### config.mk
export PLATFORM = sky130hd
export DESIGN_NAME = dmc_tester_top
export DESIGN_NICKNAME = d
export VERILOG_FILES = /design/src/hw/dmc_tester_pkg.sv /design/src/hw/dmc_cmd_fifo.sv /design/src/hw/dmc_mem_target.sv /design/src/hw/dmc_tester_top.sv /design/src/hw/dmc_trace_replay.sv /design/src/hw/dmc_trace_rom.sv
export SDC_FILE = /design/constraint.sdc
export NUM_CORES = 1
export LEC_CHECK = 0
export BUFFER_PORTS_ARGS = -buffer_cell sky130_fd_sc_hd__buf_2
export CAP_MARGIN = 5
export CORE_MARGIN = 2
export CORE_UTILIZATION = 55
export CTS_CLUSTER_SIZE = 40
export DETAILED_ROUTE_END_ITERATION = 10
export GPL_TIMING_DRIVEN = 0
export HOLD_SLACK_MARGIN = 0.03
export PLACE_DENSITY = 0.74
export SLEW_MARGIN = 15
export SYNTH_ARGS = -nofsm -noshare
export SYNTH_HDL_FRONTEND = slang
export SYNTH_SLANG_ARGS = --single-unit
### constraint.sdc
create_clock -name clk_i -period 2.64 [get_ports clk_i]
set_input_delay 0.264 -clock clk_i [delete_from_list [all_inputs] [get_ports clk_i]]
set_output_delay 0.264 -clock clk_i [all_outputs]
set_load 0.02 [all_outputs]
### src/hw/dmc_tester_pkg.sv
/*
 * DMC tester package
 * Shared widths, trace opcodes, the trace-entry union and the
 * command and response records of the memory path
 */

package dmc_tester_pkg;

	////////////////////////////////////////
	// Widths and depths
	localparam int data_width_lp     = 32;
	localparam int addr_width_lp     = 8;
	localparam int mem_words_lp      = 16;
	localparam int mem_addr_width_lp = $clog2(mem_words_lp);
	localparam int rom_addr_width_lp = 6;
	localparam int trace_len_lp      = 49;
	localparam int fifo_depth_lp     = 4;
	localparam int fifo_ptr_width_lp = $clog2(fifo_depth_lp);
	localparam int fifo_cnt_width_lp = $clog2(fifo_depth_lp + 1);
	localparam int mismatch_width_lp = 8;

	// Trace layout: writes first, then read/recv pairs, then done
	localparam logic [rom_addr_width_lp-1:0] trace_rd_base_lp  = rom_addr_width_lp'(mem_words_lp);
	localparam logic [rom_addr_width_lp-1:0] trace_done_idx_lp = rom_addr_width_lp'(trace_len_lp - 1);

	// Data pattern f(k) = k * mult ^ xor
	localparam logic [data_width_lp-1:0] pat_mult_lp = 32'h0101_0101;
	localparam logic [data_width_lp-1:0] pat_xor_lp  = 32'hA5A5_0000;

	////////////////////////////////////////
	// Trace entry
	typedef enum logic [2:0] {
		op_write = 3'd0,
		op_read  = 3'd1,
		op_recv  = 3'd2,
		op_done  = 3'd3
	} trace_op_e;

	typedef struct packed {
		trace_op_e                opcode;
		logic [addr_width_lp-1:0] addr;
		logic [data_width_lp-1:0] data;
	} trace_send_s;

	typedef struct packed {
		trace_op_e                opcode;
		logic [7:0]               filler;
		logic [data_width_lp-1:0] exp_data;
	} trace_recv_s;

	// One ROM word, command view or expectation view
	typedef union packed {
		trace_send_s send;
		trace_recv_s recv;
	} trace_entry_u;

	////////////////////////////////////////
	// Memory path records
	typedef struct packed {
		logic                     we;
		logic [addr_width_lp-1:0] addr;
		logic [data_width_lp-1:0] data;
	} mem_cmd_s;

	typedef struct packed {
		logic [data_width_lp-1:0] data;
	} mem_rsp_s;

endpackage

### src/hw/dmc_cmd_fifo.sv
/*
 * DMC command FIFO
 * Small circular buffer between the replay engine and the
 * memory target, ready when not full, valid when not empty
 */

`timescale 1ns/1ns

module dmc_cmd_fifo (
	input  logic                     clk_i,
	input  logic                     rst_n_i,

	input  logic                     push_valid_i,
	input  dmc_tester_pkg::mem_cmd_s push_cmd_i,
	output logic                     push_ready_o,

	output logic                     pop_valid_o,
	output dmc_tester_pkg::mem_cmd_s pop_cmd_o,
	input  logic                     pop_ready_i
);

	dmc_tester_pkg::mem_cmd_s mem [dmc_tester_pkg::fifo_depth_lp];

	logic [dmc_tester_pkg::fifo_ptr_width_lp-1:0] wr_ptr_r;
	logic [dmc_tester_pkg::fifo_ptr_width_lp-1:0] rd_ptr_r;
	logic [dmc_tester_pkg::fifo_cnt_width_lp-1:0] count_r;

	logic push_fire;
	logic pop_fire;

	assign push_ready_o = (count_r
		!= dmc_tester_pkg::fifo_cnt_width_lp'(dmc_tester_pkg::fifo_depth_lp));
	assign pop_valid_o  = (count_r != '0);
	assign pop_cmd_o    = mem[rd_ptr_r];

	assign push_fire = push_valid_i && push_ready_o;
	assign pop_fire  = pop_valid_o && pop_ready_i;

	// Storage
	always_ff @(posedge clk_i) begin
		if (push_fire) begin
			mem[wr_ptr_r] <= push_cmd_i;
		end
	end

	////////////////////////////////////////
	// Pointers and occupancy
	always_ff @(posedge clk_i) begin
		if (!rst_n_i) begin
			wr_ptr_r <= '0;
			rd_ptr_r <= '0;
			count_r  <= '0;
		end else begin
			if (push_fire) wr_ptr_r <= wr_ptr_r + 1'b1;
			if (pop_fire)  rd_ptr_r <= rd_ptr_r + 1'b1;
			case ({push_fire, pop_fire})
				2'b10:   count_r <= count_r + 1'b1;
				2'b01:   count_r <= count_r - 1'b1;
				default: count_r <= count_r;
			endcase
		end
	end

	// Pointers meet only when empty or full
	a_no_push_full: assert property (
		@(posedge clk_i) disable iff (!rst_n_i)
		push_fire |-> ((wr_ptr_r != rd_ptr_r) || (count_r == '0))
	) else $error("push accepted while full");

	a_no_pop_empty: assert property (
		@(posedge clk_i) disable iff (!rst_n_i)
		pop_fire |-> ((wr_ptr_r != rd_ptr_r)
			|| (count_r == dmc_tester_pkg::fifo_cnt_width_lp'(dmc_tester_pkg::fifo_depth_lp)))
	) else $error("pop taken while empty");

endmodule

### src/hw/dmc_mem_target.sv
/*
 * DMC memory target
 * Word-addressed stand-in for the DRAM controller. Executes
 * writes at once and returns reads through one held register
 */

`timescale 1ns/1ns

module dmc_mem_target (
	input  logic                     clk_i,
	input  logic                     rst_n_i,
	input  logic                     stall_i,
	input  logic                     mem_fault_i,

	input  logic                     cmd_valid_i,
	input  dmc_tester_pkg::mem_cmd_s cmd_i,
	output logic                     cmd_ready_o,

	output logic                     rsp_valid_o,
	output dmc_tester_pkg::mem_rsp_s rsp_o,
	input  logic                     rsp_ready_i
);

	logic [dmc_tester_pkg::data_width_lp-1:0] mem [dmc_tester_pkg::mem_words_lp];

	logic [dmc_tester_pkg::mem_addr_width_lp-1:0] word_addr;
	logic [dmc_tester_pkg::data_width_lp-1:0]     rd_word;
	dmc_tester_pkg::mem_rsp_s                     rsp_r;
	logic                                         rsp_valid_r;
	logic                                         cmd_fire;

	// Only the low address bits select a word
	assign word_addr = cmd_i.addr[dmc_tester_pkg::mem_addr_width_lp-1:0];

	// Fault injection flips bit 0 of read data
	assign rd_word = mem[word_addr]
		^ {{(dmc_tester_pkg::data_width_lp-1){1'b0}}, mem_fault_i};

	// One response in flight at most
	assign cmd_ready_o = !stall_i && !rsp_valid_r;
	assign cmd_fire    = cmd_valid_i && cmd_ready_o;

	assign rsp_valid_o = rsp_valid_r;
	assign rsp_o       = rsp_r;

	////////////////////////////////////////
	// Array and response data
	always_ff @(posedge clk_i) begin
		if (cmd_fire && cmd_i.we) begin
			mem[word_addr] <= cmd_i.data;
		end
		if (cmd_fire && !cmd_i.we) begin
			rsp_r.data <= rd_word;
		end
	end

	// Response valid, cleared when taken
	always_ff @(posedge clk_i) begin
		if (!rst_n_i) begin
			rsp_valid_r <= 1'b0;
		end else if (cmd_fire && !cmd_i.we) begin
			rsp_valid_r <= 1'b1;
		end else if (rsp_valid_r && rsp_ready_i) begin
			rsp_valid_r <= 1'b0;
		end
	end

	a_rsp_stable: assert property (
		@(posedge clk_i) disable iff (!rst_n_i)
		(rsp_valid_o && !rsp_ready_i) |=> (rsp_valid_o && $stable(rsp_o))
	) else $error("response changed before it was taken");

endmodule

### src/hw/dmc_tester_top.sv
/*
 * DMC tester top
 * Replay engine and ROM feeding the memory target through
 * the command FIFO, all on one clock
 */

`timescale 1ns/1ns

module dmc_tester_top (
	input  logic                                         clk_i,
	input  logic                                         rst_n_i,
	input  logic                                         en_i,
	input  logic                                         stall_i,
	input  logic                                         mem_fault_i,
	output logic                                         done_o,
	output logic                                         error_o,
	output logic [dmc_tester_pkg::mismatch_width_lp-1:0] mismatch_count_o,
	output logic                                         rsp_valid_o,
	output logic [dmc_tester_pkg::data_width_lp-1:0]     rsp_data_o
);

	logic [dmc_tester_pkg::rom_addr_width_lp-1:0] rom_addr;
	dmc_tester_pkg::trace_entry_u                 rom_entry;

	// Replay to FIFO
	logic                     cmd_valid;
	dmc_tester_pkg::mem_cmd_s cmd;
	logic                     cmd_ready;

	// FIFO to memory target
	logic                     q_valid;
	dmc_tester_pkg::mem_cmd_s q_cmd;
	logic                     q_ready;

	// Memory target back to replay
	logic                     rsp_valid;
	dmc_tester_pkg::mem_rsp_s rsp;
	logic                     rsp_ready;

	// Mirror of the response transfer
	assign rsp_valid_o = rsp_valid && rsp_ready;
	assign rsp_data_o  = rsp.data;

	dmc_trace_rom trace_rom (
		.rom_addr_i (rom_addr),
		.entry_o    (rom_entry)
	);

	dmc_trace_replay trace_replay (
		.clk_i            (clk_i),
		.rst_n_i          (rst_n_i),
		.en_i             (en_i),
		.rom_addr_o       (rom_addr),
		.rom_entry_i      (rom_entry),
		.cmd_valid_o      (cmd_valid),
		.cmd_o            (cmd),
		.cmd_ready_i      (cmd_ready),
		.rsp_valid_i      (rsp_valid),
		.rsp_i            (rsp),
		.rsp_ready_o      (rsp_ready),
		.done_o           (done_o),
		.error_o          (error_o),
		.mismatch_count_o (mismatch_count_o)
	);

	dmc_cmd_fifo cmd_fifo (
		.clk_i        (clk_i),
		.rst_n_i      (rst_n_i),
		.push_valid_i (cmd_valid),
		.push_cmd_i   (cmd),
		.push_ready_o (cmd_ready),
		.pop_valid_o  (q_valid),
		.pop_cmd_o    (q_cmd),
		.pop_ready_i  (q_ready)
	);

	dmc_mem_target mem_target (
		.clk_i       (clk_i),
		.rst_n_i     (rst_n_i),
		.stall_i     (stall_i),
		.mem_fault_i (mem_fault_i),
		.cmd_valid_i (q_valid),
		.cmd_i       (q_cmd),
		.cmd_ready_o (q_ready),
		.rsp_valid_o (rsp_valid),
		.rsp_o       (rsp),
		.rsp_ready_i (rsp_ready)
	);

endmodule

### src/hw/dmc_trace_replay.sv
/*
 * DMC trace replay engine
 * Walks the trace ROM, issues write and read commands, checks
 * each read response and keeps a sticky error and mismatch count
 */

`timescale 1ns/1ns

module dmc_trace_replay (
	input  logic                                         clk_i,
	input  logic                                         rst_n_i,
	input  logic                                         en_i,

	output logic [dmc_tester_pkg::rom_addr_width_lp-1:0] rom_addr_o,
	input  dmc_tester_pkg::trace_entry_u                 rom_entry_i,

	output logic                                         cmd_valid_o,
	output dmc_tester_pkg::mem_cmd_s                     cmd_o,
	input  logic                                         cmd_ready_i,

	input  logic                                         rsp_valid_i,
	input  dmc_tester_pkg::mem_rsp_s                     rsp_i,
	output logic                                         rsp_ready_o,

	output logic                                         done_o,
	output logic                                         error_o,
	output logic [dmc_tester_pkg::mismatch_width_lp-1:0] mismatch_count_o
);

	logic [dmc_tester_pkg::rom_addr_width_lp-1:0] ptr_r;
	logic [dmc_tester_pkg::mismatch_width_lp-1:0] count_r;
	logic                                         error_r;

	dmc_tester_pkg::trace_op_e op;
	logic                      is_send;
	logic                      is_recv;
	logic                      cmd_fire;
	logic                      rsp_fire;
	logic                      mismatch;

	////////////////////////////////////////
	// Decode of the current entry
	assign rom_addr_o = ptr_r;
	assign op         = rom_entry_i.send.opcode;
	assign is_send    = (op == dmc_tester_pkg::op_write) || (op == dmc_tester_pkg::op_read);
	assign is_recv    = (op == dmc_tester_pkg::op_recv);

	// Command side, send view of the word
	assign cmd_valid_o = en_i && is_send;
	assign cmd_o.we    = (op == dmc_tester_pkg::op_write);
	assign cmd_o.addr  = rom_entry_i.send.addr;
	assign cmd_o.data  = rom_entry_i.send.data;

	// Response side, receive view of the word
	assign rsp_ready_o = en_i && is_recv;
	assign mismatch    = (rsp_i.data != rom_entry_i.recv.exp_data);

	assign cmd_fire = cmd_valid_o && cmd_ready_i;
	assign rsp_fire = rsp_valid_i && rsp_ready_o;

	// Pointer parks on the done entry
	assign done_o           = (op == dmc_tester_pkg::op_done);
	assign error_o          = error_r;
	assign mismatch_count_o = count_r;

	////////////////////////////////////////
	// Trace pointer and checker state
	always_ff @(posedge clk_i) begin
		if (!rst_n_i) begin
			ptr_r   <= '0;
			count_r <= '0;
			error_r <= 1'b0;
		end else begin
			if (cmd_fire || rsp_fire) begin
				ptr_r <= ptr_r + 1'b1;
			end
			if (rsp_fire && mismatch) begin
				count_r <= count_r + 1'b1;
				error_r <= 1'b1;
			end
		end
	end

	// Command held steady until the FIFO takes it
	a_cmd_stable: assert property (
		@(posedge clk_i) disable iff (!rst_n_i)
		(cmd_valid_o && !cmd_ready_i) |=> $stable(cmd_o)
	) else $error("command changed while waiting for ready");

	// Responses only drained on an expectation slot, the second of each read pair
	a_rsp_ready_recv: assert property (
		@(posedge clk_i) disable iff (!rst_n_i)
		rsp_ready_o |-> ((ptr_r >= dmc_tester_pkg::trace_rd_base_lp)
			&& (ptr_r < dmc_tester_pkg::trace_done_idx_lp)
			&& (ptr_r[0] != dmc_tester_pkg::trace_rd_base_lp[0]))
	) else $error("rsp_ready raised outside a recv entry");

endmodule

### src/hw/dmc_trace_rom.sv
/*
 * DMC trace ROM
 * Combinational trace store, builds each write, read and
 * check entry directly from its index
 */

`timescale 1ns/1ns

module dmc_trace_rom (
	input  logic [dmc_tester_pkg::rom_addr_width_lp-1:0] rom_addr_i,
	output dmc_tester_pkg::trace_entry_u                 entry_o
);

	logic [dmc_tester_pkg::rom_addr_width_lp-1:0] rel;
	logic [dmc_tester_pkg::rom_addr_width_lp-1:0] pair;

	// f(k) for a word index
	function automatic logic [dmc_tester_pkg::data_width_lp-1:0] pattern(
		input logic [dmc_tester_pkg::rom_addr_width_lp-1:0] k
	);
		logic [dmc_tester_pkg::data_width_lp-1:0] kw;
		kw = {{(dmc_tester_pkg::data_width_lp-dmc_tester_pkg::rom_addr_width_lp){1'b0}}, k};
		return (kw * dmc_tester_pkg::pat_mult_lp) ^ dmc_tester_pkg::pat_xor_lp;
	endfunction

	// Position inside the read/recv section, two entries per word
	assign rel  = rom_addr_i - dmc_tester_pkg::trace_rd_base_lp;
	assign pair = rel >> 1;

	always_comb begin
		entry_o = '0;
		entry_o.send.opcode = dmc_tester_pkg::op_done;
		if (rom_addr_i < dmc_tester_pkg::trace_rd_base_lp) begin
			entry_o.send.opcode = dmc_tester_pkg::op_write;
			entry_o.send.addr   = {{(dmc_tester_pkg::addr_width_lp-dmc_tester_pkg::rom_addr_width_lp){1'b0}}, rom_addr_i};
			entry_o.send.data   = pattern(rom_addr_i);
		end else if (rom_addr_i < dmc_tester_pkg::trace_done_idx_lp) begin
			if (!rel[0]) begin
				entry_o.send.opcode = dmc_tester_pkg::op_read;
				entry_o.send.addr   = {{(dmc_tester_pkg::addr_width_lp-dmc_tester_pkg::rom_addr_width_lp){1'b0}}, pair};
			end else begin
				entry_o.recv.opcode   = dmc_tester_pkg::op_recv;
				entry_o.recv.exp_data = pattern(pair);
			end
		end
	end

endmodule

==> results of run 1 <==
==> per-stage QoR <==
step	hold slack (ps)	std cells
after detailed placement	460	892
after global routing	39.1	965
after floorplan	420	616
after global placement	449	891
after CTS	34.1	958
final	49.2	965
==> final cells by class <==
cell class,instances,area share
tap,234,0.0234
sequential,256,0.595
buffer,49,0.0288
inverter,13,0.00390
multi-input combinational,298,0.246
clock inverter,18,0.00901
clock buffer,29,0.0546
timing repair buffer,68,0.0387
==> placed cells by master, fill, tap and decap left out, types with 3 or more instances in the layout <==
cell type / Yosys / routed
sky130_fd_sc_hd__nor2_1: 37 / 19
sky130_fd_sc_hd__nor2b_1: 12 / 12
sky130_fd_sc_hd__edfxtp_1: 231 / 231
sky130_fd_sc_hd__nand3_1: 7 / 5
sky130_fd_sc_hd__o21ai_0: 14 / 7
sky130_fd_sc_hd__nand2_1: 29 / 29
sky130_fd_sc_hd__buf_12: 0 / 8
sky130_fd_sc_hd__nor3_1: 5 / 3
sky130_fd_sc_hd__mux4_2: 51 / 51
sky130_fd_sc_hd__nand4_1: 5 / 5
sky130_fd_sc_hd__a31oi_2: 0 / 6
sky130_fd_sc_hd__a2111o_1: 3 / 3
sky130_fd_sc_hd__o21ai_1: 3 / 8
sky130_fd_sc_hd__nor2_4: 0 / 18
sky130_fd_sc_hd__and2_1: 5 / 5
sky130_fd_sc_hd__conb_1: 1 / 6
sky130_fd_sc_hd__buf_2: 5 / 48
sky130_fd_sc_hd__xor2_1: 8 / 8
sky130_fd_sc_hd__clkinv_2: 0 / 8
sky130_fd_sc_hd__nand3_2: 1 / 3
sky130_fd_sc_hd__mux2i_1: 31 / 30
sky130_fd_sc_hd__clkbuf_16: 0 / 27
sky130_fd_sc_hd__clkinv_1: 1 / 8
sky130_fd_sc_hd__clkbuf_2: 0 / 4
sky130_fd_sc_hd__or3_1: 3 / 3
sky130_fd_sc_hd__dfxtp_1: 25 / 23
sky130_fd_sc_hd__inv_1: 12 / 10
sky130_fd_sc_hd__ha_1: 11 / 9
sky130_fd_sc_hd__nand2b_1: 7 / 7
sky130_fd_sc_hd__buf_4: 23 / 44
sky130_fd_sc_hd__clkbuf_1: 11 / 8
sky130_fd_sc_hd__a21oi_1: 13 / 12
sky130_fd_sc_hd__buf_6: 5 / 4
sky130_fd_sc_hd__xnor2_1: 4 / 4
==> metal layers <==
layer  up-vias  global-route usage  part of all wire
met5         -                   0                 0
met4         0              0.0865             0.038
met3        43              0.0319             0.048
met2       163               0.361              0.50
met1      2932               0.298              0.42
li1       2574                   -                 -
==> worst reg2reg max path, delay by kind of cell (launching register included) <==
family | cells | cell delay [ps]
AO/OA/AOI/OAI | 2 | 510
buffers and inverters | 3 | 670
flip-flops | 1 | 320
multiplexers | 1 | 550
AND/OR/NAND/NOR | 2 | 310
==> cell families (layout without fill, tap and decap cells) <==
family                   count (synthesis)  after routing  share of synthesized area
AO/OA/AOI/OAI                           58             58                     0.0371
XOR/XNOR                                12             12                    0.00993
adder cells (fa/ha/maj)                 12             12                     0.0149
buffers and inverters                   62            177                     0.0343
flip-flops                             256            256                      0.703
multiplexers                            83             83                      0.139
other                                    1              6                   0.000354
AND/OR/NAND/NOR                        127            127                     0.0618
==> worst min path at each step <==
stage	from	to	slack, ps	depth (start not counted)
6_report	mem_fault_i	mem_target.rsp_o[0]	50	2
5_1_grt	mem_fault_i	mem_target.rsp_o[0]	40	2
4_1_cts	mem_fault_i	mem_target.rsp_o[0]	30	2
3_5_place_dp	trace_replay.error_o	trace_replay.error_o	460	1
3_3_place_gp	trace_replay.error_o	trace_replay.error_o	450	1
2_1_floorplan	rst_n_i	trace_replay.mismatch_count_o[7]	420	2
==> registers in the layout, summed over array words and instances (netlist names), named ones only <==
name                           cells
cmd_fifo.count_r                   3
cmd_fifo.mem                      60
cmd_fifo.rd_ptr_r                  2
cmd_fifo.wr_ptr_r                  2
mem_target.mem                   160
mem_target.rsp_o                  11
mem_target.rsp_valid_o             1
trace_replay.error_o               1
trace_replay.mismatch_count_o      8
trace_replay.rom_addr_o            6
==> power groups by stage <==
stage	Combinational, mW	Sequential (mW)	Clock (mW)
floorplan	2.07	5.18	0
global placement	2.88	5.19	0
detailed placement	2.94	5.21	0
CTS	3.29	5.12	3.44
global route	3.71	5.15	3.61
finish	3.48	5.12	3.39
==> what timing repair did <==
| action | in CTS | in global routing |
|---|---|---|
| setup buffers | 19 | 7 |
| pin swaps | 8 | 6 |
| gates resized for setup | 74 | 21 |
| endpoints found under the setup margin | 244 | 83 |
==> impl_results.md, run 1 <==
* I/O pin total at 48
* Clock tree from TritonCTS: yes
* FF+latch count, synth at 256
* Sequence of cells on the critical path: buf_6 > mux4_2 > clkbuf_1 > nand2b_1 > clkbuf_4 > nor2b_1 > a31oi_1 > o21ai_1
* Synth async-reset ratio at 0
* Global placer's final weighted congestion at 0.983
* Deepest level of the CTS H-tree at 1
* Area after detailed placement at 0.0111 mm²
* Overall routing resource usage at 0.219
* Most instantiated cells after synthesis: sky130_fd_sc_hd__edfxtp_1, sky130_fd_sc_hd__mux4_2, sky130_fd_sc_hd__nor2_1
* DRC marker count from the first detailed-route iteration at 536
* Final layout net count at 729
* Total of warnings raised by yosys at 0
* FILL cells at 1228
* Crit path launch type: flop
* Proportion of power drawn by combinational gates at 0.290
* Result of the run: finished with violations
* Distinct cell type count after synthesis at 57
* Total gr overflow at 0
* Proportion of layout cells with a drive suffix above 1 at 0.347
* Cell type with the highest aggregate area in the netlist: sky130_fd_sc_hd__edfxtp_1
* Synth area leaders: sky130_fd_sc_hd__edfxtp_1, sky130_fd_sc_hd__mux4_2, sky130_fd_sc_hd__dfxtp_1
* Root cell of the clock tree: sky130_fd_sc_hd__clkbuf_16
* Worst slew margin relative to its limit at 0.453
* Clock latency reported for the late side of the worst-skew pair at 520 ps
* Cell area after technology mapping at 0.0106 mm²
* Pin count of the biggest net entering global routing at 17
* Smallest setup slack after layout at -12.2 ps
* Number of global-route vias before repair at 5699
* Slew Limit Fails at 0
* Static power due to leakage at 4.14 nW
* Mean cell area of the mapped netlist at 17.3 µm²
* Via density per instance at 5.92
* Setup TNS at -12.2 ps
* Share of total power consumed by net switching at 0.300
* Total area of multi-input combinational cells at 0.00308 mm²
* Final Hold Vio Count at 0
* Via Count at 5712
* # setup viols final at 1
* Critical path's slowest cell: sky130_fd_sc_hd__mux4_2
* Count of cell instances traversed by the critical path at 8
* Inserted Clock Buffers at 26
* Number of placement rows at 50
* First-pass detailed-route iteration total at 5
* Endpoint class of the critical path: flop
* Destination of the critical timing path: mem_target.rsp_o[24]
* Number of port buffers at 41
* Height of the die at 143 µm
* Clock share of power at 0.283
* Final WL at 21900 µm
* Maximum capacitance violations at 0
* Setup slack of the worst register-to-register path at -10 ps
* Setup Crit Path Kind: flop to flop
* Maximum net fanout on the critical path at 10
* Total power per unit cell area at 959 mW/mm²
* Initial Util at 0.564
* Avg WL per Cell at 22.7 µm
* Core area at 0.0188 mm²
* Max Fclk at 377 MHz
* Antenna cell count at 0
* Drt drc at 0
* RSZ-0062 raised after global routing: yes
* Required arrival time at the worst endpoint at 2870 ps
* Worst-margin pin slew at 821 ps
* Worst hold-check path type: input pin to flop
* Power dissipated by switching net loads at 3.59 mW
* Minimum clock period at 2650 ps
* Reg power frac at 0.427
* Share of the synthesized area in the top cell type at 0.655
* Register area share after synthesis at 0.703
* Fin Clk Skew at 18.5 ps
* Width of the chip at 143 µm
* Critical path data arrival time at 2880 ps
* Buffering stage count on the worst path with inverters included at 3
* Instance count of the mapped netlist at 611
* Maximum root-to-sink buffer count at 3
* Final cycle utilization of the critical path at 1.00
* Number of synthesized flops with an enable pin at 231
* Flip-flop and latch area at 0.00744 mm²
* Setup slack at placement at -471 ps
* RR Endpoint: mem_target.rsp_o[24]
* Total half-perimeter wirelength after legalization and detailed placement at 13600 µm
* Cell area after layout at 0.0125 mm²
* Post-CTS clock slew at the launch and capture registers of the worst setup and hold paths at 60 ps
* Dominant synthesized flop cell: sky130_fd_sc_hd__edfxtp_1
* Die Outline Area at 0.0204 mm²
* Highest cell delay on the worst timing path at 550 ps
* Worst r2r path cells at 8
* CP top delay family: buffers and inverters
* First-pass GRT wire length at 33100 µm
* Post-route core utilization at 0.666
* Initial antenna violation count at 0
* Maximum vdd drop at 572 µV
* Most repeated cell in the gate-level netlist after synthesis: sky130_fd_sc_hd__edfxtp_1
* Internal portion of total power at 8.40 mW
* Pwr Total at 12.0 mW
* Area Overhead vs Synth at 18.1%
* Antenna Violating Nets Remaining at 0
* Total clock sinks at 256
* Hold Buf Count CTS at 0
* Failing checks: setup timing
No activity file was read; power rests on OpenSTA's default activity.
==> run 2, diff against run 1 <==
CORE_UTILIZATION = 57   (was 55)
CTS_BUF_LIST = sky130_fd_sc_hd__clkbuf_8   (was default)
PLACE_DENSITY = 0.77   (was 0.74)
==> run 2 against run 1 <==
Net effect:
- the flow now finishes without violations
- setup slack improved by 71 ps
- combinational power is 5.7% lower
- clock power is 4% lower
- flip-flop and latch count is the same
- die area down 3.4%
- clock-buffer cell count up 17
- final area shrank 1.0%
- critical path type unchanged
- critical endpoint is now mem_target.mem[15][24]
- largest cell class unchanged
==> impl_results.md, run 2 (synthesis gave the netlist of run 1 again) <==
* Setup slack of the worst register-to-register path at 60 ps
* Final layout net count at 739
* Die Outline Area at 0.0197 mm²
* Smallest setup slack after layout at 58.7 ps
* Minimum clock period at 2580 ps
* First-pass GRT wire length at 32800 µm
* Leading cell types in the layout, fill and taps excluded: sky130_fd_sc_hd__edfxtp_1, sky130_fd_sc_hd__mux4_2, sky130_fd_sc_hd__buf_2, sky130_fd_sc_hd__clkbuf_8, sky130_fd_sc_hd__buf_4
* Hold worst-path end: mem_target.rsp_valid_o
* Static power due to leakage at 4.14 nW
* Total power per unit cell area at 942 mW/mm²
* Number of global-route vias before repair at 5813
* Critical path data arrival time at 2770 ps
* Overall routing resource usage at 0.227
* Most flops, register: mem_target.mem
* Proportion of layout cells with a drive suffix above 1 at 0.343
* Global placer's final weighted congestion at 0.889
* Slew Limit Fails at 0
* Launch point of the worst hold path: en_i
* Antenna cell count at 0
* Setup Crit Path Kind: flop to flop
* Drt drc at 0
* Most common library cell in the layout ignoring fill and taps: sky130_fd_sc_hd__edfxtp_1
* Root cell of the clock tree: sky130_fd_sc_hd__clkbuf_8
* Crit path launch type: flop
* Worst-margin pin slew at 910 ps
* Width of the chip at 140 µm
* Max Fclk at 387 MHz
* # setup viols final at 0
* Final Hold Vio Count at 0
* Result of the run: finished clean
* Pwr Total at 11.7 mW
* Initial Util at 0.585
* Via density per instance at 5.95
* Max reg flops at 160
* Sequence of cells on the critical path: buf_6 > buf_4 > mux4_2 > clkbuf_1 > nand2_1 > nor2_4
* Maximum capacitance violations at 0
* Avg WL per Cell at 22.6 µm
* First-pass detailed-route iteration total at 5
* Clock latency reported for the late side of the worst-skew pair at 540 ps
* Area Overhead vs Synth at 17.0%
* Clock tree from TritonCTS: yes
* Post-route core utilization at 0.684
* Pin count of the biggest net entering global routing at 17
* Maximum vdd drop at 448 µV
* Number of placement rows at 49
* Final WL at 22100 µm
* Critical path's slowest cell: sky130_fd_sc_hd__clkbuf_1
* Worst hold-check path type: input pin to flop
* Setup slack at placement at -575 ps
* Height of the die at 140 µm
* Inserted Clock Buffers at 41
* Deepest level of the CTS H-tree at 2
* Maximum net fanout on the critical path at 10
* RR Endpoint: mem_target.mem[15][24]
* Maximum root-to-sink buffer count at 3
* Area after detailed placement at 0.0111 mm²
* DRC marker count from the first detailed-route iteration at 455
* Total gr overflow at 0
* Initial antenna violation count at 0
* Post-CTS clock slew at the launch and capture registers of the worst setup and hold paths at 60 ps
* Worst slew margin relative to its limit at 0.394
* Cell area after layout at 0.0124 mm²
* Cell depth of the worst min-delay path at 4
* Antenna Violating Nets Remaining at 0
* Endpoint class of the critical path: flop
* Worst r2r path cells at 6
* Required arrival time at the worst endpoint at 2830 ps
* Total clock sinks at 256
* Final cycle utilization of the critical path at 0.978
* Highest cell delay on the worst timing path at 440 ps
* Fin Clk Skew at 24.4 ps
* I/O pin total at 48
* Via Count at 5824
* Total half-perimeter wirelength after legalization and detailed placement at 14300 µm
* Setup TNS at 0 ps
* Core area at 0.0181 mm²
* Number of port buffers at 41
## run 2: cell types whose count changed in the layout (fill, tap and decap cells not counted), moves of 6 or more
cell / previous run / this run
sky130_fd_sc_hd__buf_4: 44 / 38
sky130_fd_sc_hd__inv_1: 10 / 22
sky130_fd_sc_hd__clkbuf_16: 27 / 0
sky130_fd_sc_hd__a31oi_1: 2 / 8
sky130_fd_sc_hd__clkbuf_8: 0 / 46
## run 2: critical path: cells and delay by family (launching register included)
kind,cells,cell delay [ps]
and+or+nand+nor,2,790
buffers and inverters,3,710
muxes,1,430
DFF,1,300
## run 2: worst max-delay path by stage
stage / from / to / depth (start not counted)
floorplan: trace_replay.rom_addr_o[4] / cmd_fifo.count_r[2] / 13
global placement: flop / mem_target.rsp_o[10] / 3
detailed placement: flop / mem_target.mem[9][25] / 6
CTS: cmd_fifo.count_r[0] / cmd_fifo.count_r[2] / 8
global route: flop / mem_target.mem[15][29] / 6
finish: flop / mem_target.mem[15][24] / 6
## run 2: cell type report
type                            instances  area [µm²]
Clock buffer                           46         633
Buffer                                 49         338
Tap cell                              229         287
Timing Repair Buffer                   63         427
Multi-Input combinational cell        298        3050
Clock inverter                         25         155
Fill cell                            1137        5710
Sequential cell                       256        7440
Inverter                               13        48.8
## run 2: metrics by stage
step           hold slack, ps  std cells
2_1_floorplan             420        616
3_3_place_gp              445        886
3_5_place_dp              450        887
4_1_cts                  56.5        966
5_1_grt                  86.3        979
6_report                 91.6        979
## run 2: metal layers
layer	global-route usage	part of all wire
met5	0	0
met4	0.0941	0.029
met3	0.0489	0.077
met2	0.362	0.49
met1	0.310	0.40
## run 2: power by group
part / internal (mW) / leakage [nW] / total (mW) / switching (mW)
Sequential: 5.03 / 2.23 / 5.13 / 0.0934
Clock: 1.78 / 0.448 / 3.25 / 1.47
Combinational: 1.30 / 1.46 / 3.28 / 1.98
## run 2: what timing repair did
action                     4_1_cts  5_1_grt
pin swaps                        4        8
hold buffers                     2        0
resized for setup               63       17
cloned                           0        0
setup endpoints to repair      242      160
buffers inserted                 6       13
hold endpoints to repair         3        0
